**config.mk**
```make
export PLATFORM = sky130hd
export DESIGN_NAME = ctrl_core
export DESIGN_NICKNAME = d
export VERILOG_FILES = /design/src/logic/soc_regs_pkg.sv /design/src/logic/soc_map_pkg.sv /design/src/logic/ctrl_core.sv
export SDC_FILE = /design/constraint.sdc
export NUM_CORES = 1
export LEC_CHECK = 0
export BUFFER_PORTS_ARGS = -buffer_cell sky130_fd_sc_hd__clkbuf_2
export CAP_MARGIN = 20
export CORE_AREA = 5 5 55 57
export CTS_CLUSTER_DIAMETER = 150
export DETAILED_ROUTE_END_ITERATION = 10
export DIE_AREA = 0 0 60 62
export PLACE_DENSITY = 0.84
export SYNTH_ARGS = -nofsm -noshare
export SYNTH_HDL_FRONTEND = slang
export SYNTH_SLANG_ARGS = --single-unit
```
**constraint.sdc**
```tcl
create_clock -name clk -period 1.33 [get_ports clk]
set_input_delay 0.266 -clock clk [delete_from_list [all_inputs] [get_ports clk]]
set_output_delay 0.266 -clock clk [all_outputs]
set_load 0.005 [all_outputs]
```
**src/logic/soc_regs_pkg.sv**
```systemverilog
// Register map of the timer and control cores

package soc_regs_pkg;

  // Word offset inside a core from address bits 9:2
  typedef logic [7:0] reg_addr_t;

  // LED bits with red on bit 2
  typedef logic [2:0] led_t;

  // --------------------
  // Timer
  // --------------------
  localparam reg_addr_t TIMER_CTRL      = 8'h08;
  localparam reg_addr_t TIMER_STATUS    = 8'h09;
  localparam reg_addr_t TIMER_PRESCALER = 8'h0a;
  localparam reg_addr_t TIMER_VALUE     = 8'h0b;

  // --------------------
  // Control
  // --------------------
  localparam reg_addr_t CTRL_SWITCH_APP  = 8'h08;
  localparam reg_addr_t CTRL_SYSTEM_MODE = 8'h09;
  localparam reg_addr_t CTRL_LED         = 8'h0a;

endpackage

```
**src/logic/soc_map_pkg.sv**
```systemverilog
// Bus address map and word types

package soc_map_pkg;

  typedef logic [31:0] addr_t;
  typedef logic [31:0] data_t;
  typedef logic [3:0]  strb_t;
  typedef logic [1:0]  area_t;
  typedef logic [5:0]  core_t;

  // Top level areas in address bits 31:30
  localparam area_t ROM_AREA      = 2'h0;
  localparam area_t RAM_AREA      = 2'h1;
  localparam area_t RESERVED_AREA = 2'h2;
  localparam area_t MMIO_AREA     = 2'h3;

  // MMIO cores in address bits 29:24
  localparam core_t TIMER_CORE  = 6'h01;
  localparam core_t FW_RAM_CORE = 6'h10;
  localparam core_t CTRL_CORE   = 6'h3f;

  // Memory sizes
  localparam int ROM_WORDS     = 16;
  localparam int RAM_ADDR_W    = 10;
  localparam int FW_RAM_ADDR_W = 7;

  // Returned on a forced trap
  localparam data_t ILLEGAL_INSTRUCTION = 32'h0;

endpackage
```
**src/logic/ctrl_core.sv**
```systemverilog
// System control with mode switch, LEDs and fetch trap

module ctrl_core (
  input  logic                    clk,
  input  logic                    reset_n,
  input  logic                    cs,
  input  logic                    we,
  input  soc_regs_pkg::reg_addr_t address,
  input  soc_map_pkg::data_t      write_data,
  input  logic                    mem_valid,
  input  logic                    mem_instr,
  input  soc_map_pkg::addr_t      mem_addr,
  output soc_map_pkg::data_t      read_data,
  output logic                    ready,
  output logic                    system_mode,
  output logic                    force_trap,
  output logic                    led_r,
  output logic                    led_g,
  output logic                    led_b
);
  import soc_map_pkg::*;
  import soc_regs_pkg::*;

  led_t  led;
  area_t fetch_area;

  assign fetch_area = mem_addr[31:30];

  // Applications may not run code out of the boot ROM
  assign force_trap = system_mode && mem_valid && mem_instr && (fetch_area == ROM_AREA);

  assign led_r = led[2];
  assign led_g = led[1];
  assign led_b = led[0];

  always_ff @(posedge clk) begin
    if (!reset_n) begin
      system_mode <= 1'b0;
      led         <= '0;
      ready       <= 1'b0;
    end else begin
      ready <= cs;
      if (cs && we) begin
        // One way switch cleared by reset alone
        if (address == CTRL_SWITCH_APP) begin
          system_mode <= 1'b1;
        end
        if (address == CTRL_LED) begin
          led <= write_data[2:0];
        end
      end
    end
  end

  always_ff @(posedge clk) begin
    case (address)
      CTRL_SYSTEM_MODE: read_data <= {31'b0, system_mode};
      CTRL_LED:         read_data <= {29'b0, led};
      default:          read_data <= '0;
    endcase
  end

endmodule

```
==> summary.md <==
| Metric | Value |
|---|---|
| Initial Util | 23.05% |
| Via/cell ratio | 3.419 |
| I/O Buffers | 27 |
| CTS tree | built |
| Tcrit/Tclk final | 89.70% |
| Setup Skew | approximately 1.8 ps |
| Worst vdd ir | between 0.3 and 0.4 mV |
| CP delay by family, top | flip-flops |
| Routed len/inst | 8.484 um |
| Routability cong. | 0.7820 |
| FILL cells | around 260 |
| Syn Area/Cell | 8.624 um^2 |
| Synth cell types | 16 |
| Synth async-reset ratio | 0% |
| Seq/Total Area, Yosys | around 29% |
| GRT Overall Usage | 4.852% |
| # diodes | 0 |
| Leak | ~0.36 nW |
| CTS Root Cell | clkbuf_4 |
| Worst min path class | input pin to flop |
| Core Box Area | ~2400 um^2 |
| DPL Wire Length | 955.5 um |
| Residual DRC | 0 |
| Power density cells | 770.2 nW/um^2 |
| Max cap viols | 0 |
| Area Overhead vs Synth | 14.96% |
| CTS Sinks | 8 |
| Fin util | 26.49% |
| DRT Wirelength | 1052 um |
| Cell Count, Final, Fillers Out | 124 |
| Clock Pin Slew Worst Setup and Hold Paths | 50 ps |
| Max Clk Rate | 838.3 MHz |
| 1st-iter DRT viols | 2 |
| Num CTS Buffers | 3 |
| Crit end category | output pin |
| First-pass GRT wire length | 1276 um |
| Nets | 174 |
| Initial antenna violation count | 0 |
| Yosys warning total | 0 |
| Worst path max stage delay | 350 ps |
| Longest Clk Path Bufs | 2 |
| Total congestion overflow | 0 |
| Chip Height | 62 um |
| R2r worst-path depth | 2 |
| WS Path Type | flop to output pin |
| Hold path depth | 3 |
| Bufs and invs on worst path | 1 |
| Syn Std Cell Area | around 560 um^2 |
| Cell count after synthesis | 65 |
| Clock latency on the worst-skew pair | around 250 ps |
| Rows | 18 |
| Number of synthesized flops with an enable pin | 0 |
| Worst path depth | 3 |
| CTS H-tree depth | 1 |
| Critical path required time | between 1000 and 1500 ps |
| Synth Flop Type | dfxtp_1 |
| Seq cells post-synth | 8 |
| Endpoints failing setup | 0 |
| Min Tclk post-route | about 1200 ps |
| Crit path DAT | between 900 and 1000 ps |
| Share of cells above drive strength 1 | 35.11% |
| Placed cells | approximately 120 |
| DRT Pass-1 Iters | 2 |
| Slowest-stage cell, CP | dfxtp_2 |
| Hold Fails Final Rpt | 0 |
| Crit start category | flop |
| Die area | ~3700 um^2 |
| Worst-path cell chain | nand3_1 > nor3_1 > clkbuf_2 |
| Routed Antenna Nets | 0 |
| Worst-path fanout max | 4 |
| Setup Buffers After CTS | 0 |
| Setup_tns | 0 ps |
| Vias | approximately 420 |
| Die W | 60 um |
| Vias in the first global route | 345 |
| Unrepaired setup endpoints after global routing | no |
| Status | finished clean |
| Largest net degree at the start of global routing | 9 |
| # IOs | 116 |
| Slew Viols, Final | 0 |
==> final timing paths <==
kind	slack, ps	to	start
worst max-delay path	140	force_trap	system_mode
worst min-delay path	240	led[1]	write_data[1]
worst max register to register	660	system_mode	system_mode
worst min register to register	470	led[2]	led[2]
==> cells in the mapped netlist, drive strengths merged, types with 3 or more instances <==
cell / number / share of area, %
mux2i: 3 / 5.4
and2: 4 / 4.5
dfxtp: 8 / 29
buf: 29 / 39
nand2: 8 / 5.4
nor2b: 3 / 3.3
==> per-stage QoR <==
| stage | hold WS, ps | setup slack (ps) | instance area, um^2 | power [mW] |
|---|---|---|---|---|
| after floorplan | 387.7 | 315.9 | 665.6 | 0.3400 |
| after global placement | 456.2 | 133.3 | 620.6 | 0.3130 |
| after detailed placement | 464.1 | 110.8 | 620.6 | 0.3138 |
| after CTS | 228.3 | 61.16 | 643.1 | 0.4998 |
| after global routing | 236.4 | 40.82 | 644.4 | 0.5278 |
| final | 235.6 | 137.0 | 644.4 | 0.4963 |
==> worst register-to-register path: cells and delay by family, from the launching register on <==
family | cells | cell delay, ps
AOI/OAI and AO/OA | 1 | 160
and+or+nand+nor | 1 | 60
DFF | 1 | 330
==> routing by layer <==
layer	vias up	global-route usage, %	share of wire (%)
met2	36	8.179	48
met4	0	4.747	0.67
li1	209	-	-
met3	2	2.479	22
met1	177	4.069	29
met5	-	0	0
==> state kept, by name (all words and copies together), names as in the netlist <==
signal,cells
ready,1
system_mode,1
read_data,3
led,3
==> layout make-up <==
type                       count  area, um^2  share of cell area [%]
clock buffer                   3       22.52                   3.495
timing repair buffer          27       135.1                   20.97
sequential                     8       161.4                   25.05
multi-input combinational     56       287.8                   44.66
tap                           30       37.54                   5.825
==> kinds of logic (layout without fill, tap and decap cells) <==
kind of cell,count (synthesis),count (layout),share of synthesized area [%]
other,1,29,0.6690
AO/OA/AOI/OAI,2,2,2.455
multiplexers,3,3,5.357
flip-flops,8,8,28.57
buffers and inverters,29,30,38.84
AND/OR/NAND/NOR,22,22,24.11
==> cell usage in the layout (no fill, tap or decap), drive strengths merged <==
master  netlist  final
a21oi         1      1
a41oi         1      1
and2          4      4
and3          1      1
clkbuf        0     30
conb          1     29
dfxtp         8      8
mux2i         3      3
nand2         8      8
nand3         1      1
nand3b        1      1
nand4         1      1
nor2          1      1
nor2b         3      3
nor3          1      1
nor4          1      1
==> repair_timing <==
action                     in CTS  in global routing
hold buffers                    0                  0
gates resized for setup         0                  1
setup endpoints to repair       0                  1
==> where the power goes <==
part / internal, mW / switching [mW] / leakage, nW
sequential: 0.241 / 0.000493 / 0.0652
clock: 0.103 / 0.0817 / 0.0138
combinational: 0.0269 / 0.0425 / 0.285
total: 0.372 / 0.125 / 0.364
Note: power is estimated with default switching activity, not from simulation.
