## config.mk

```make
export PLATFORM = sky130hd
export DESIGN_NAME = timer_core
export DESIGN_NICKNAME = d
export VERILOG_FILES = /design/src/logic/soc_regs_pkg.sv /design/src/logic/soc_map_pkg.sv /design/src/logic/timer_core.sv
export SDC_FILE = /design/constraint.sdc
export NUM_CORES = 1
export LEC_CHECK = 0
export BUFFER_PORTS_ARGS = -buffer_cell sky130_fd_sc_hd__buf_2
export CAP_MARGIN = 20
export CORE_ASPECT_RATIO = 1.5
export CORE_MARGIN = 1.5
export CORE_UTILIZATION = 50
export DETAILED_ROUTE_END_ITERATION = 8
export PLACE_DENSITY = 0.79
export SYNTH_ARGS = -nofsm -noshare
export SYNTH_HDL_FRONTEND = slang
export SYNTH_SLANG_ARGS = --single-unit
export TNS_END_PERCENT = 1
```

## constraint.sdc

```tcl
create_clock -name clk -period 3.8 [get_ports clk]
set_clock_uncertainty 0.1 [all_clocks]
set_input_delay 0.95 -clock clk [delete_from_list [all_inputs] [get_ports clk]]
set_output_delay 0.95 -clock clk [all_outputs]
set_load 0.02 [all_outputs]
```

## src/logic/soc_regs_pkg.sv

```systemverilog
// Register map of the timer and control cores

package soc_regs_pkg;

  // Word offset inside a core from address bits 9:2
  typedef logic [7:0] reg_addr_t;

  // LED bits with red on bit 2
  typedef logic [2:0] led_t;

  // --------------------
  // Timer
  // --------------------
  localparam reg_addr_t TIMER_CTRL      = 8'h08;
  localparam reg_addr_t TIMER_STATUS    = 8'h09;
  localparam reg_addr_t TIMER_PRESCALER = 8'h0a;
  localparam reg_addr_t TIMER_VALUE     = 8'h0b;

  // --------------------
  // Control
  // --------------------
  localparam reg_addr_t CTRL_SWITCH_APP  = 8'h08;
  localparam reg_addr_t CTRL_SYSTEM_MODE = 8'h09;
  localparam reg_addr_t CTRL_LED         = 8'h0a;

endpackage

```

## src/logic/soc_map_pkg.sv

```systemverilog
// Bus address map and word types

package soc_map_pkg;

  typedef logic [31:0] addr_t;
  typedef logic [31:0] data_t;
  typedef logic [3:0]  strb_t;
  typedef logic [1:0]  area_t;
  typedef logic [5:0]  core_t;

  // Top level areas in address bits 31:30
  localparam area_t ROM_AREA      = 2'h0;
  localparam area_t RAM_AREA      = 2'h1;
  localparam area_t RESERVED_AREA = 2'h2;
  localparam area_t MMIO_AREA     = 2'h3;

  // MMIO cores in address bits 29:24
  localparam core_t TIMER_CORE  = 6'h01;
  localparam core_t FW_RAM_CORE = 6'h10;
  localparam core_t CTRL_CORE   = 6'h3f;

  // Memory sizes
  localparam int ROM_WORDS     = 16;
  localparam int RAM_ADDR_W    = 10;
  localparam int FW_RAM_ADDR_W = 7;

  // Returned on a forced trap
  localparam data_t ILLEGAL_INSTRUCTION = 32'h0;

endpackage
```

## src/logic/timer_core.sv

```systemverilog
// Prescaled down-counting timer

module timer_core (
  input  logic                    clk,
  input  logic                    reset_n,
  input  logic                    cs,
  input  logic                    we,
  input  soc_regs_pkg::reg_addr_t address,
  input  soc_map_pkg::data_t      write_data,
  output soc_map_pkg::data_t      read_data,
  output logic                    ready
);
  import soc_map_pkg::*;
  import soc_regs_pkg::*;

  logic  running;
  data_t prescaler;
  data_t value;
  data_t tick_ctr;
  logic  tick_done;
  logic  wr;

  assign wr = cs && we;

  // Also true for a prescaler of 0 or 1
  assign tick_done = (tick_ctr + 32'd1) >= prescaler;

  always_ff @(posedge clk) begin
    if (!reset_n) begin
      running   <= 1'b0;
      prescaler <= '0;
      value     <= '0;
      tick_ctr  <= '0;
      ready     <= 1'b0;
    end else begin
      ready <= cs;

      if (running) begin
        if (tick_done) begin
          tick_ctr <= '0;
          value    <= value - 32'd1;
          if (value == 32'd1) begin
            running <= 1'b0;
          end
        end else begin
          tick_ctr <= tick_ctr + 32'd1;
        end
      end

      // Setup registers frozen while counting
      if (wr && !running && address == TIMER_PRESCALER) begin
        prescaler <= write_data;
      end
      if (wr && !running && address == TIMER_VALUE) begin
        value <= write_data;
      end

      // Stop wins over start
      if (wr && address == TIMER_CTRL) begin
        if (write_data[1]) begin
          running <= 1'b0;
        end else if (write_data[0] && value != '0) begin
          running  <= 1'b1;
          tick_ctr <= '0;
        end
      end
    end
  end

  always_ff @(posedge clk) begin
    case (address)
      TIMER_STATUS:    read_data <= {31'b0, running};
      TIMER_PRESCALER: read_data <= prescaler;
      TIMER_VALUE:     read_data <= value;
      default:         read_data <= '0;
    endcase
  end

endmodule

```

==> results.md <==
* Status: finished, violations left
* Failing checks: negative setup slack
* Antenna violations before repair at 0
* Layout cell share with drive strength beyond 1 at 0.2515
* Kind of critical path: flop to flop
* # fillers at 1111
* Hold Path End: prescaler[2]$_SDFFE_PN0P_
* Most numerous cell in the Yosys netlist: sky130_fd_sc_hd__nand2_1
* Total Wirelength at 21070 um
* Sequential cell area fraction in the yosys report at 0.3654
* Critical Path Start Type: flop
* Largest fanout on the critical path at 5
* Maximum level of the CTS H-tree at 4
* Number of port buffers at 76
* # IOs at 77
* Worst reg2reg startpoint: tick_ctr[5]$_SDFF_PN0_
* # nets final at 1072
* Area leader, netlist: sky130_fd_sc_hd__dfxtp_1
* Number of antenna cells inserted at 0
* R2r endpoint: value[29]$_SDFFE_PN0P_
* Number of vias per cell after detailed routing at 5.917
* Minimum setup slack among reg-to-reg paths at -0.10 ns
* Largest net degree at the start of global routing at 35
* Number of global-route vias before repair at 6954
* FP Rows at 53
* Final critical-path share of the clock period at 1.026
* FMAX at 0.2564 GHz
* Placed wire-length estimate at 13960 um
* Combined area of all synthesized cells at 7123 sq um
* Worst setup timing slack at the placement stage at -0.1606 ns
* Final weighted congestion of routability-driven global placement at 0.9478
* CTS root buffer: sky130_fd_sc_hd__clkbuf_16
* Standard cell core area at 13990 sq um
* Drt first-iter violations at 594
* Cell family with most CP delay: simple AND/OR/NAND/NOR gates
* Crit-path cells: and4_4 > nand4_2 > or2_4 > nor4b_4 > nand2_2 > buf_4 > xnor2_1 > ha_1 > nand2_1 > nor4_2 > o21a_1 > o41a_2 > buf_4 > o2111ai_1 > or3_1 > a31oi_1
* Peak supply drop at 0.2972 mV
* Total power divided by cell area at 355.7 nW/um^2
* Worst Setup Slack, final at -0.1004 ns
* Clk Latency, worst-skew pair at 0.43 ns
* Yosys top cell area share at 0.3654
* Critical Path RT at 4.05 ns
* Total buffers and inverters traversed by the critical path at 2
* Number of clock buffers inserted by TritonCTS at 17
* Post-CTS Hold Fix Bufs at 0
* Aggregate global-route resource usage at 0.2845
* DIE WIDTH at 100.5 um
* RSZ-0062 raised after global routing: yes
* Instance count of the mapped netlist at 865
* Most common flop cell mapped by yosys: sky130_fd_sc_hd__dfxtp_1
* Final instance count without filler cells at 1198
* Min-Delay Startpoint: prescaler[2]$_SDFFE_PN0P_
* Synth cell count leaders: sky130_fd_sc_hd__nand2_1, sky130_fd_sc_hd__dfxtp_1, sky130_fd_sc_hd__nor2_1
* GRT overflow at 0
* Slew of the pin with the lowest slew margin at 0.7391 ns
* Number of nets with antenna violations after detailed routing at 0
* TritonCTS clock tree: built
* Final Hold Violating Endpoints at 0
* Post-layout min period at 3.900 ns
* Lkg Pwr at 3.714 nW
* Syn_area_per_cell at 8.235 sq um
* Synth cell types at 68
* Die Span Y at 149.2 um
* Clock sink count at 130
* Critical-path top delay cell: sky130_fd_sc_hd__or3_1
* Routed length per placed instance at 17.59 um
* Post-CTS clock slew at the launch and capture registers of the worst setup and hold paths at 0.06 ns
* Final Setup Violations at 25
* Post-detailed-placement cell area at 8115 sq um
* Data arrival at the endpoint of the critical path at 4.15 ns
* Starting density of the core at 0.5091
* Count of pins over their slew limit at 0
* Cells on Worst Hold Path at 2
* Final Cell Area at 8977 sq um
* Total number of yosys warnings at 0
* Worst min-delay path class: flop to flop
* Final routed DRC violation total at 0
* Number of synthesized flops with an enable pin at 0
* Wire length of the first global-routing pass at 33690 um
* Placed cell count at 1158
* Asr flop ratio synth at 0
* Depth of the worst register-to-register path at 16
* Crit end category: flop
* Maximum number of buffers from clock root to sink at 2
* Pwr Total at 3.193 mW
* Die Area at 14990 sq um
* Signed area change from the synthesized netlist to the final layout at 26.03%
* MaxCap Viol Count at 0
* Syn Nets at 944
* Top cells by area, synth: sky130_fd_sc_hd__dfxtp_1, sky130_fd_sc_hd__nand2_1, sky130_fd_sc_hd__ha_1
* TritonRoute pass-1 iters at 5
* Worst slew margin relative to its limit at 0.5073
* Number of vias after detailed routing at 7088
* Most common cell on crit path: sky130_fd_sc_hd__buf_4
* Peak per-stage delay on the critical path at 0.39 ns
* Synthesis-stage register bit count at 130
[where the power goes]
part | internal (mW) | switching (mW)
clock | 1.06 | 0.662
combinational | 0.0394 | 0.0660
sequential | 1.36 | 0.000873
[kinds of logic (layout without fill, tap and decap cells)]
family | after synthesis | after routing | synth area share
AO/OA/AOI/OAI | 170 | 170 | 0.1579
XOR/XNOR | 57 | 57 | 0.07008
AND/OR/NAND/NOR | 351 | 351 | 0.2454
buffers and inverters | 87 | 228 | 0.05059
flip-flops | 130 | 130 | 0.3654
adder cells (fa/ha/maj) | 35 | 35 | 0.06148
multiplexers | 35 | 35 | 0.04918
[per-layer routing]
layer	wire (um)	GRT usage	part of all wire
met2	10770	0.5102	0.51
met4	962	0.1359	0.046
met5	0	0	0
met1	7832	0.3176	0.37
met3	1508	0.05764	0.072
[worst reg2reg max path: stages, from the launching register on]
cell	delay [ns]
sky130_fd_sc_hd__dfxtp_1	0.33
sky130_fd_sc_hd__and4_4	0.24
sky130_fd_sc_hd__nand4_2	0.12
sky130_fd_sc_hd__or2_4	0.26
sky130_fd_sc_hd__nor4b_4	0.30
sky130_fd_sc_hd__nand2_2	0.17
sky130_fd_sc_hd__buf_4	0.18
sky130_fd_sc_hd__xnor2_1	0.13
sky130_fd_sc_hd__ha_1	0.31
sky130_fd_sc_hd__nand2_1	0.09
sky130_fd_sc_hd__nor4_2	0.35
sky130_fd_sc_hd__o21a_1	0.23
sky130_fd_sc_hd__o41a_2	0.19
sky130_fd_sc_hd__buf_4	0.11
sky130_fd_sc_hd__o2111ai_1	0.18
sky130_fd_sc_hd__or3_1	0.39
sky130_fd_sc_hd__a31oi_1	0.16
[final cells by class]
cell class | instances | area [sq um] | share of cell area
Multi-Input combinational cell | 648 | 4358 | 0.4854
Clock buffer | 19 | 442.9 | 0.04934
Inverter | 38 | 142.6 | 0.01589
Tap cell | 192 | 240.2 | 0.02676
Clock inverter | 13 | 171.4 | 0.01909
Sequential cell | 130 | 2603 | 0.2899
Timing Repair Buffer | 158 | 1020 | 0.1136
[layout by cell type (no fill, tap or decap), types with 29 or more instances in the layout]
| master | synthesis | final |
|---|---|---|
| sky130_fd_sc_hd__dfxtp_1 | 130 | 130 |
| sky130_fd_sc_hd__nand2_1 | 131 | 129 |
| sky130_fd_sc_hd__buf_4 | 2 | 78 |
| sky130_fd_sc_hd__buf_2 | 3 | 76 |
| sky130_fd_sc_hd__nor2_1 | 81 | 75 |
| sky130_fd_sc_hd__a21oi_1 | 78 | 71 |
| sky130_fd_sc_hd__inv_1 | 36 | 36 |
| sky130_fd_sc_hd__mux2i_1 | 35 | 35 |
| sky130_fd_sc_hd__xor2_1 | 35 | 34 |
| sky130_fd_sc_hd__ha_1 | 35 | 34 |
| sky130_fd_sc_hd__nand3_1 | 31 | 29 |
[per-stage QoR]
step | setup TNS [ns] | hold slack (ns) | util
global placement | -1.159 | 0.3510 | 0.5800
global route | -11.10 | 0.3966 | 0.6416
detailed placement | -2.586 | 0.3595 | 0.5800
CTS | -0.01295 | 0.3679 | 0.6332
floorplan | 0 | 0.3442 | -
finish | -1.337 | 0.3659 | 0.6416
[worst max path at each step]
stage | start | to | cells after the start
2_1_floorplan | tick_ctr[9]$_SDFF_PN0_ | value[26]$_SDFFE_PN0P_ | 16
3_3_place_gp | tick_ctr[3]$_SDFF_PN0_ | value[17]$_SDFFE_PN0P_ | 16
3_5_place_dp | tick_ctr[10]$_SDFF_PN0_ | value[5]$_SDFFE_PN0P_ | 16
4_1_cts | tick_ctr[5]$_SDFF_PN0_ | value[30]$_SDFFE_PN0P_ | 19
5_1_grt | tick_ctr[6]$_SDFF_PN0_ | value[17]$_SDFFE_PN0P_ | 17
6_report | tick_ctr[5]$_SDFF_PN0_ | value[29]$_SDFFE_PN0P_ | 16
[what timing repair did]
action,4_1_cts,5_1_grt
pin swaps,9,10
setup buffers,6,2
endpoints found under the setup margin,63,64
resized for setup,24,24
[registers in the layout, summed over array words and instances, names as in the netlist]
| signal | cells |
|---|---|
| running | 1 |
| ready | 1 |
| prescaler | 32 |
| value | 32 |
| tick_ctr | 32 |
| read_data | 32 |
Note: power is estimated with default switching activity, not from simulation.
