<file path="config.mk">
export PLATFORM = sky130hd
export DESIGN_NAME = bus_decoder
export DESIGN_NICKNAME = d
export VERILOG_FILES = /design/src/logic/soc_regs_pkg.sv /design/src/logic/soc_map_pkg.sv /design/src/logic/bus_decoder.sv
export SDC_FILE = /design/constraint.sdc
export NUM_CORES = 1
export LEC_CHECK = 0
export BUFFER_PORTS_ARGS = -buffer_cell sky130_fd_sc_hd__buf_2
export CORE_AREA = 2 2 135 137
export DETAILED_ROUTE_END_ITERATION = 8
export DIE_AREA = 0 0 137 139
export GPL_ROUTABILITY_DRIVEN = 0
export HOLD_SLACK_MARGIN = 0.03
export PLACE_DENSITY = 0.48
export SYNTH_ARGS = -nofsm -noshare
export SYNTH_HDL_FRONTEND = slang
export SYNTH_SLANG_ARGS = --single-unit
</file>
<file path="constraint.sdc">
create_clock -name clk -period 2.99 [get_ports clk]
set_input_delay 0.299 -clock clk [delete_from_list [all_inputs] [get_ports clk]]
set_output_delay 0.299 -clock clk [all_outputs]
set_load 0.005 [all_outputs]
</file>
<file path="src/logic/soc_regs_pkg.sv">
// Register map of the timer and control cores

package soc_regs_pkg;

  // Word offset inside a core from address bits 9:2
  typedef logic [7:0] reg_addr_t;

  // LED bits with red on bit 2
  typedef logic [2:0] led_t;

  // --------------------
  // Timer
  // --------------------
  localparam reg_addr_t TIMER_CTRL      = 8'h08;
  localparam reg_addr_t TIMER_STATUS    = 8'h09;
  localparam reg_addr_t TIMER_PRESCALER = 8'h0a;
  localparam reg_addr_t TIMER_VALUE     = 8'h0b;

  // --------------------
  // Control
  // --------------------
  localparam reg_addr_t CTRL_SWITCH_APP  = 8'h08;
  localparam reg_addr_t CTRL_SYSTEM_MODE = 8'h09;
  localparam reg_addr_t CTRL_LED         = 8'h0a;

endpackage

</file>
<file path="src/logic/soc_map_pkg.sv">
// Bus address map and word types

package soc_map_pkg;

  typedef logic [31:0] addr_t;
  typedef logic [31:0] data_t;
  typedef logic [3:0]  strb_t;
  typedef logic [1:0]  area_t;
  typedef logic [5:0]  core_t;

  // Top level areas in address bits 31:30
  localparam area_t ROM_AREA      = 2'h0;
  localparam area_t RAM_AREA      = 2'h1;
  localparam area_t RESERVED_AREA = 2'h2;
  localparam area_t MMIO_AREA     = 2'h3;

  // MMIO cores in address bits 29:24
  localparam core_t TIMER_CORE  = 6'h01;
  localparam core_t FW_RAM_CORE = 6'h10;
  localparam core_t CTRL_CORE   = 6'h3f;

  // Memory sizes
  localparam int ROM_WORDS     = 16;
  localparam int RAM_ADDR_W    = 10;
  localparam int FW_RAM_ADDR_W = 7;

  // Returned on a forced trap
  localparam data_t ILLEGAL_INSTRUCTION = 32'h0;

endpackage
</file>
<file path="src/logic/bus_decoder.sv">
// Bus decoder with registered response mux

module bus_decoder (
  input  logic                                      clk,
  input  logic                                      reset_n,
  input  logic                                      mem_valid,
  input  soc_map_pkg::addr_t                        mem_addr,
  input  soc_map_pkg::data_t                        mem_wdata,
  input  soc_map_pkg::strb_t                        mem_wstrb,
  input  logic                                      system_mode,
  input  logic                                      force_trap,
  output logic                                      rom_cs,
  input  soc_map_pkg::data_t                        rom_read_data,
  input  logic                                      rom_ready,
  output logic                                      ram_cs,
  input  soc_map_pkg::data_t                        ram_read_data,
  input  logic                                      ram_ready,
  output logic                                      fw_ram_cs,
  input  soc_map_pkg::data_t                        fw_ram_read_data,
  input  logic                                      fw_ram_ready,
  output logic                                      timer_cs,
  input  soc_map_pkg::data_t                        timer_read_data,
  input  logic                                      timer_ready,
  output logic                                      ctrl_cs,
  input  soc_map_pkg::data_t                        ctrl_read_data,
  input  logic                                      ctrl_ready,
  output soc_map_pkg::strb_t                        ram_we,
  output soc_map_pkg::strb_t                        fw_ram_we,
  output logic                                      reg_we,
  output soc_regs_pkg::reg_addr_t                   reg_address,
  output logic [soc_map_pkg::RAM_ADDR_W-1:0]        ram_address,
  output logic [soc_map_pkg::FW_RAM_ADDR_W-1:0]     fw_ram_address,
  output logic [$clog2(soc_map_pkg::ROM_WORDS)-1:0] rom_address,
  output soc_map_pkg::data_t                        write_data,
  output soc_map_pkg::data_t                        mem_rdata,
  output logic                                      mem_ready
);
  import soc_map_pkg::*;

  area_t area;
  core_t core;
  data_t rdata_next;
  logic  ready_next;

  assign area = mem_addr[31:30];
  assign core = mem_addr[29:24];

  // Fields shared by all cores
  assign reg_we         = |mem_wstrb;
  assign reg_address    = mem_addr[9:2];
  assign ram_address    = mem_addr[2 +: RAM_ADDR_W];
  assign fw_ram_address = mem_addr[2 +: FW_RAM_ADDR_W];
  assign rom_address    = mem_addr[2 +: $clog2(ROM_WORDS)];
  assign write_data     = mem_wdata;

  // --------------------
  // Select and response mux
  // --------------------
  always_comb begin
    rom_cs     = 1'b0;
    ram_cs     = 1'b0;
    fw_ram_cs  = 1'b0;
    timer_cs   = 1'b0;
    ctrl_cs    = 1'b0;
    ram_we     = '0;
    fw_ram_we  = '0;
    rdata_next = '0;
    ready_next = 1'b0;

    // Held off while the previous answer is on the port
    if (mem_valid && !mem_ready) begin
      if (force_trap) begin
        rdata_next = ILLEGAL_INSTRUCTION;
        ready_next = 1'b1;
      end else begin
        // Unmapped targets answer zero at once
        ready_next = 1'b1;
        case (area)
          ROM_AREA: begin
            rom_cs     = 1'b1;
            rdata_next = rom_read_data;
            ready_next = rom_ready;
          end
          RAM_AREA: begin
            ram_cs     = 1'b1;
            ram_we     = mem_wstrb;
            rdata_next = ram_read_data;
            ready_next = ram_ready;
          end
          MMIO_AREA: begin
            case (core)
              TIMER_CORE: begin
                timer_cs   = 1'b1;
                rdata_next = timer_read_data;
                ready_next = timer_ready;
              end
              FW_RAM_CORE: begin
                // Hidden once in application mode
                if (!system_mode) begin
                  fw_ram_cs  = 1'b1;
                  fw_ram_we  = mem_wstrb;
                  rdata_next = fw_ram_read_data;
                  ready_next = fw_ram_ready;
                end
              end
              CTRL_CORE: begin
                ctrl_cs    = 1'b1;
                rdata_next = ctrl_read_data;
                ready_next = ctrl_ready;
              end
              default: ;
            endcase
          end
          default: ;
        endcase
      end
    end
  end

  always_ff @(posedge clk) begin
    if (!reset_n) begin
      mem_rdata <= '0;
      mem_ready <= 1'b0;
    end else begin
      mem_rdata <= rdata_next;
      mem_ready <= ready_next;
    end
  end

endmodule

</file>
==> results of run 1 <==
[flip-flops by register name, indices dropped and copies added (netlist names)]
name and cells:
mem_ready 1, mem_rdata 32
[worst register-to-register path: stages, from the launching register on]
cell and delay (ns):
dfxtp_1 0.32, nor2b_1 0.13, nor2b_1 0.33, nand3_2 0.43, buf_4 0.38, nor3_1 0.22
[cell families (layout without fill, tap and decap cells)]
kind of cell,Yosys count,in the layout
compound gates,104,104
flops,33,33
xor+xnor,1,1
buf+inv,94,248
simple gates,96,96
mux,32,32
[metrics by stage]
| stage | power (mW) | cell area [um^2] | std cells |
|---|---|---|---|
| global placement | 0.8008 | 3845 | 736 |
| detailed placement | 0.8010 | 3845 | 736 |
| floorplan | 0.6870 | 2902 | 360 |
| global route | 1.403 | 3988 | 743 |
| finish | 1.314 | 3988 | 743 |
| CTS | 1.352 | 3988 | 743 |
[cells in the mapped netlist (2+ instances only)]
library cell / instances
nor3_1: 32
inv_1: 2
a221oi_1: 30
nand3_1: 2
o22ai_1: 2
dfxtp_1: 33
buf_2: 15
and4_1: 2
buf_4: 61
mux2i_1: 32
a21oi_1: 36
and2_1: 9
a22o_1: 31
nand2b_1: 2
nor2_1: 33
nor2b_1: 3
buf_6: 3
clkbuf_1: 13
[metal layers]
| layer | vias to the layer above | track usage (%) | share of wire [%] |
|---|---|---|---|
| li1 | 1588 | - | - |
| met1 | 1483 | 13.45 | 35 |
| met2 | 182 | 25.06 | 54 |
| met3 | 25 | 3.618 | 9.4 |
| met4 | 0 | 4.232 | 2.0 |
| met5 | - | 0 | 0 |
[power by group through the flow]
stage                     clock network, mW  registers (mW)  logic (mW)
after floorplan                           0           0.454       0.233
after global placement                    0           0.454       0.347
after detailed placement                  0           0.454       0.347
after CTS                             0.558           0.444       0.349
after global routing                  0.577           0.444       0.382
final                                 0.526           0.445       0.344
[how the worst max path moves through the flow]
stage                       startpoint  cells past startpoint      endpoint  slack (ns)
after floorplan           mem_addr[25]                      3      timer_cs        1.40
after global placement    mem_addr[30]                      5  fw_ram_we[1]        0.75
after detailed placement  mem_addr[30]                      5  fw_ram_we[0]        0.75
after CTS                 mem_addr[30]                      5  fw_ram_we[0]        0.75
after global routing      mem_addr[30]                      5  fw_ram_we[1]        0.64
final                     mem_addr[30]                      5  fw_ram_we[0]        0.82
[placed cells by master, fill, tap and decap left out, types with 2 or more instances in the layout]
cell       instances
o22ai_1            2
nor3_1            32
clkbuf_16          5
a221oi_1          30
buf_4             10
mux2i_1           32
a21oi_1           36
and2_1             8
nand2b_1           2
dfxtp_1           33
a22o_1            31
buf_2            228
nor2b_1            2
nor2_1            32
and4_1             2
inv_1              2
[area by class of cell]
| class | count | area (um^2) | share of cell area (%) |
|---|---|---|---|
| Clock buffer | 7 | 142.6 | 3.577 |
| Timing Repair Buffer | 239 | 1236 | 31.00 |
| Multi-Input combinational cell | 233 | 1654 | 41.48 |
| Inverter | 2 | 7.507 | 0.1883 |
| Sequential cell | 33 | 660.6 | 16.57 |
| Tap cell | 229 | 286.5 | 7.185 |
==> run summary, run 1 <==
run status: finished, final reports clean
Fmax achieved: 461.2 MHz
worst-path maximum fanout: 21
Main synth FF type: dfxtp_1
worst hold path startpoint: ctrl_read_data[4]
initial standard-cell utilization of the core: 16.43%
Syn Area/Cell: 8.060 um^2
endpoints failing setup: 0
number of flops mapped to enable cells by yosys: 0
standard cell core area: 17,660 um^2
P_int: 0.9434 mW
YS warnings: 0
area of the die: 19,040 um^2
largest net degree at the start of global routing: 29
number of top-level pins: 346
multiplexer area fraction after synthesis: 11.04%
vias: 3,278
simple-gate share of the synthesized area: 17.59%
Remaining DRCs: 0
Peak supply drop: 0.0001760 V
post-synthesis net count: 598
master cell of the clock root buffer: clkbuf_16
fraction of the core area covered by cells at the end of the flow: 22.58%
max_cap viols: 0
final setup skew: 0.006375 ns
Die X-Extent: 137 um
Worst Path Buf+Inv: 2
clock sink count: 33
post-cts sizing count: 0
number of iterations in the first detailed-routing pass: 4
Hold WS: 0.3156 ns
setup tns final: 0 ns
critical path data required time: 2.69 ns
XOR/XNOR Fraction of Synth Area: 0.3019%
share of async-settable or async-resettable flops after synthesis: 0%
leftover overflow at the end of global routing: 0
global-route wire length before repair: 18.67 mm
Clk pin slew, worst setup/hold paths: 0.05 ns
net switching power figure: 0.3710 mW
r2r setup slk: 1.10 ns
Hold Crit Endpoint: mem_rdata[4]
slowest stage cell on the critical path: and2_2
Largest delay share family, worst path: simple AND/OR/NAND/NOR gates
gr usage total: 13.10%
largest cells by area after synthesis: dfxtp_1 (23%), buf_4 (16%), mux2i_1 (11%), a22o_1 (9.4%), a221oi_1 (9.1%)
hold path cells: 3
Tcrit/Tclk final: 72.52%
vias in the first global route: 3,324
DR iter-0 viols: 102
critical path cell sequence: buf_2, and2_2, and4_1, and2_1, buf_2
TritonCTS clock tree: done
startpoint of the lowest-slack register-to-register path: mem_ready
number of I/O port buffers: 228
total of fill cells in the finished design: 2,014
dominant cell type by count on the critical path: buf_2
share of cells above drive strength 1: 49.61%
leading area contributor after synthesis: dfxtp_1
Bufs on Longest Clock Path: 2
RSZ-0062 raised after global routing: no
Rows: 49
Routed wire per std cell: 17.70 um
routed via count divided by cell count: 4.412
arrival time at the worst endpoint: 1.87 ns
CTS Buf Count: 5
Area growth, synth to finish: 37.43%
element type at the critical path end: output pin
Final ANT Viol Nets: 0
total length of routed wires: 13.15 mm
nets: 752
CP peak stage delay: 0.53 ns
die height: 139 um
number of cells on the worst reg-to-reg path: 5
post-synthesis share of cell area spent on full adders, half adders and majority gates: 0%
nature of the critical path startpoint: input pin
number of diodes added for antenna fixing: 0
instance count of the mapped netlist: 360
initial antenna violation count: 0
Relative slew margins: 57.17%
buffers inserted during post-CTS setup optimization: 0
clock network fraction of total power: 40.0%
Critical Setup Path Class: in -> out
slew at the pin closest to its max-slew limit: 0.6425 ns
Hold Path Class: in -> reg
HPWL after detailed placement: 10.27 mm
power per standard cell area: 329.6 nW/um^2
flip-flop and latch count after synthesis: 33
clock period minus final worst setup slack: 2.168 ns
Cell variety after synth: 37
largest family of logic cells by synthesized area: compound AO/OA/AOI/OAI gates
insertion delay of the later-clocked pin in the worst-skew pair: 0.29 ns
leakage power: 1.930 nW
share of total power in sequential cells: 33.8%
number of levels the H-tree was split into: 2
fraction of the mapped netlist area in compound gates: 26.82%
sequential cell area fraction in the yosys report: 22.77%
cell area after technology mapping: 2902 um^2
final slew viol count: 0
hold buffers post-CTS: 0
share of power burned in combinational logic: 26.2%
worst-case setup slack after placement: 0.7490 ns
end of the worst register-to-register path: mem_rdata[22]
PnR worst setup slack: 0.8216 ns
final hold violations: 0
switching power as a share of total power: 28.23%
fraction of synthesized cell area taken by the top area cell type: 22.77%
(Power assumes the default switching activity.)
==> run 2, diff against run 1 <==
--- a/config.mk
+++ b/config.mk
@@ -5,13 +5,14 @@
 export SDC_FILE = /design/constraint.sdc
 export NUM_CORES = 1
 export LEC_CHECK = 0
+export ABC_AREA = 1
 export BUFFER_PORTS_ARGS = -buffer_cell sky130_fd_sc_hd__buf_2
 export CORE_AREA = 2 2 135 137
 export DETAILED_ROUTE_END_ITERATION = 8
 export DIE_AREA = 0 0 137 139
 export GPL_ROUTABILITY_DRIVEN = 0
 export HOLD_SLACK_MARGIN = 0.03
-export PLACE_DENSITY = 0.48
+export PLACE_DENSITY = 0.5
 export SYNTH_ARGS = -nofsm -noshare
 export SYNTH_HDL_FRONTEND = slang
 export SYNTH_SLANG_ARGS = --single-unit
==> constraint.sdc (replaced) <==
create_clock -name clk -period 2.3 [get_ports clk]
set_input_delay 0.23 -clock clk [delete_from_list [all_inputs] [get_ports clk]]
set_output_delay 0.23 -clock clk [all_outputs]
set_load 0.005 [all_outputs]
==> run 2 against run 1 <==
- largest power group unchanged
- final cell count rose by 7.3%
- synthesized area increased by 9.1%
- largest cell class unchanged
- wire length is 8.8% higher
==> run summary, run 2 <==
Tcrit/Tclk final: 78.01%
largest registers in the final layout: mem_rdata (32), mem_ready (1)
Die X-Extent: 137 um (unchanged)
flip-flop and latch count after synthesis: 33 (unchanged)
initial standard-cell utilization of the core: 17.93% (+1.5 points)
initial antenna violation count: 2 (+2)
final setup skew: 0.006051 ns (-0.0003235 ns)
most used cells in the layout excluding fill and tap cells: buf_2 (228), nand2_1 (46), nand3_1 (37)
max FFs per register: 32 (unchanged)
worst-case setup slack after placement: 0.6247 ns (-0.1243 ns)
clock sink count: 33 (unchanged)
Biggest register: mem_rdata
Critical Setup Path Class: reg -> out
number of top-level pins: 346 (unchanged)
cell area after technology mapping: 3166 um^2 (+9.1%)
total length of routed wires: 14.31 mm (+8.8%)
vias: 3,387 (+3.3%)
global-route wire length before repair: 19.96 mm (+6.9%)
leakage power: 2.242 nW (+16%)
leading area contributor after synthesis: dfxtp_1
RSZ-0062 raised after global routing: no
Hold Path Class: in -> reg
nets: 806 (+7.2%)
CTS Buf Count: 5 (unchanged)
Fmax achieved: 557.4 MHz
share of cells above drive strength 1: 66.20% (+17 points)
buffers inserted during post-CTS setup optimization: 0 (unchanged)
placed standard-cell area: 4094 um^2 (+6.5%)
run status: finished, final reports clean
fraction of synthesized cell area taken by the top area cell type: 20.87% (-1.9 points)
gr usage total: 14.30% (+1.2 points)
clock period minus final worst setup slack: 1.794 ns
number of flops mapped to enable cells by yosys: 0 (unchanged)
arrival time at the worst endpoint: 1.56 ns (-0.31 ns)
Relative slew margins: 61.61% (+4.4 points)
HPWL after detailed placement: 11.63 mm (+13%)
DR iter-0 viols: 89 (-13%)
Cell variety after synth: 24 (-35%)
total of fill cells in the finished design: 1,990 (-1.2%)
leftover overflow at the end of global routing: 0 (unchanged)
CP peak stage delay: 0.31 ns (-0.22 ns)
number of levels the H-tree was split into: 2 (unchanged)
routed via count divided by cell count: 4.250 (-3.7%)
Final ANT Viol Nets: 0 (unchanged)
vias in the first global route: 3,377 (+1.6%)
number of I/O port buffers: 228 (unchanged)
worst-path maximum fanout: 5 (-76%)
element type at the critical path end: output pin
nature of the critical path startpoint: flip-flop
Main synth FF type: dfxtp_1
setup tns final: 0 ns (unchanged)
TritonCTS clock tree: done
Peak supply drop: 0.0002073 V (+18%)
most common library cell in the layout ignoring fill and taps: buf_2
critical path data required time: 2.07 ns (-0.62 ns)
master cell of the clock root buffer: clkbuf_16
Remaining DRCs: 0 (unchanged)
die height: 139 um (unchanged)
YS warnings: 0 (unchanged)
dominant cell type by count on the critical path: nor2_1
Bufs on Longest Clock Path: 2 (unchanged)
power per standard cell area: 394.9 nW/um^2 (+20%)
Area growth, synth to finish: 33.83%
number of iterations in the first detailed-routing pass: 4 (unchanged)
standard cell core area: 17,660 um^2 (unchanged)
Rows: 49 (unchanged)
sequential cell area fraction in the yosys report: 20.87% (-1.9 points)
final slew viol count: 0 (unchanged)
area of the die: 19,040 um^2 (unchanged)
largest cells by area after synthesis: dfxtp_1 (21%), buf_4 (16%), nand3_2 (9.5%), a22o_1 (8.9%), a21oi_2 (8.0%)
critical path cell sequence: nor2_1, nand2_1, nor2_1, nand2_2, nor2_1, buf_2
final hold violations: 0 (unchanged)
number of diodes added for antenna fixing: 0 (unchanged)
max_cap viols: 0 (unchanged)
Clk pin slew, worst setup/hold paths: 0.05 ns (about the same)
post-synthesis net count: 646 (+8.0%)
instance count of the mapped netlist: 408 (+13%)
hold buffers post-CTS: 0 (unchanged)
endpoints failing setup: 0 (unchanged)
post-cts sizing count: 0 (unchanged)
most used standard cell by instance count after synthesis: buf_4
largest net degree at the start of global routing: 33 (+14%)
Syn Area/Cell: 7.759 um^2 (-3.7%)
PnR worst setup slack: 0.5058 ns (-0.3158 ns)
Synth top cells by count: buf_4 (67), nand2_1 (46), nand3_1 (38), dfxtp_1 (33), nor2_2 (33)
share of async-settable or async-resettable flops after synthesis: 0% (unchanged)
slew at the pin closest to its max-slew limit: 0.5759 ns (-0.06664 ns)
Routed wire per std cell: 17.95 um (+1.4%)
insertion delay of the later-clocked pin in the worst-skew pair: 0.28 ns (about the same)
summed area of non-filler cells in the final layout: 4237 um^2 (+6.2%)
slowest stage cell on the critical path: dfxtp_1
==> run 2: worst paths after layout <==
check            start       endpoint  slack (ns)  depth (start not counted)
max          mem_ready   fw_ram_we[0]        0.51                          6
min            reset_n      mem_ready        0.24                          3
max reg2reg  mem_ready  mem_rdata[20]        1.08                          4
min reg2reg  mem_ready      mem_ready        0.58                          3
==> run 2: logic make-up after synthesis <==
kind of cell	after synthesis	synth area share (%)
AOI/OAI and AO/OA	67	17.94
and+or+nand+nor	205	38.62
DFF	33	20.87
buffers and inverters	103	22.57
==> run 2: critical path: cells and delay by family, from the launching register on <==
kind | cells | cell delay, ns
flops | 1 | 0.31
buf+inv | 1 | 0.13
simple gates | 5 | 0.83
==> run 2: layer usage <==
layer | part of all wire [%] | GRT usage (%) | up-vias
met5 | 0.091 | 0 | -
met4 | 3.1 | 5.860 | 2
met3 | 10 | 4.934 | 36
met2 | 52 | 26.66 | 188
met1 | 35 | 14.18 | 1547
li1 | - | - | 1614
==> run 2: final cells by class <==
class,count,area [um^2],area share (%)
Multi-Input combinational cell,272,1800,42.50
Timing Repair Buffer,238,1279,30.18
Clock buffer,7,142.6,3.367
Tap cell,229,286.5,6.763
Sequential cell,33,660.6,15.59
Inverter,18,67.56,1.595
==> run 2: stage by stage <==
| step | util (%) | hold slack [ns] | power [mW] | cells |
|---|---|---|---|---|
| CTS | 23.99 | 0.2184 | 1.729 | 797 |
| floorplan | - | 0.3529 | 0.8586 | 408 |
| global route | 23.99 | 0.2310 | 1.789 | 797 |
| detailed placement | 23.19 | 0.4600 | 1.011 | 790 |
| global placement | 23.19 | 0.4600 | 1.011 | 790 |
| finish | 23.99 | 0.2370 | 1.673 | 797 |
==> run 2: power breakdown <==
group	switching [mW]	leakage [nW]	internal, mW
combinational	0.210	1.90	0.197
sequential	0.00284	0.267	0.583
clock	0.254	0.0700	0.425
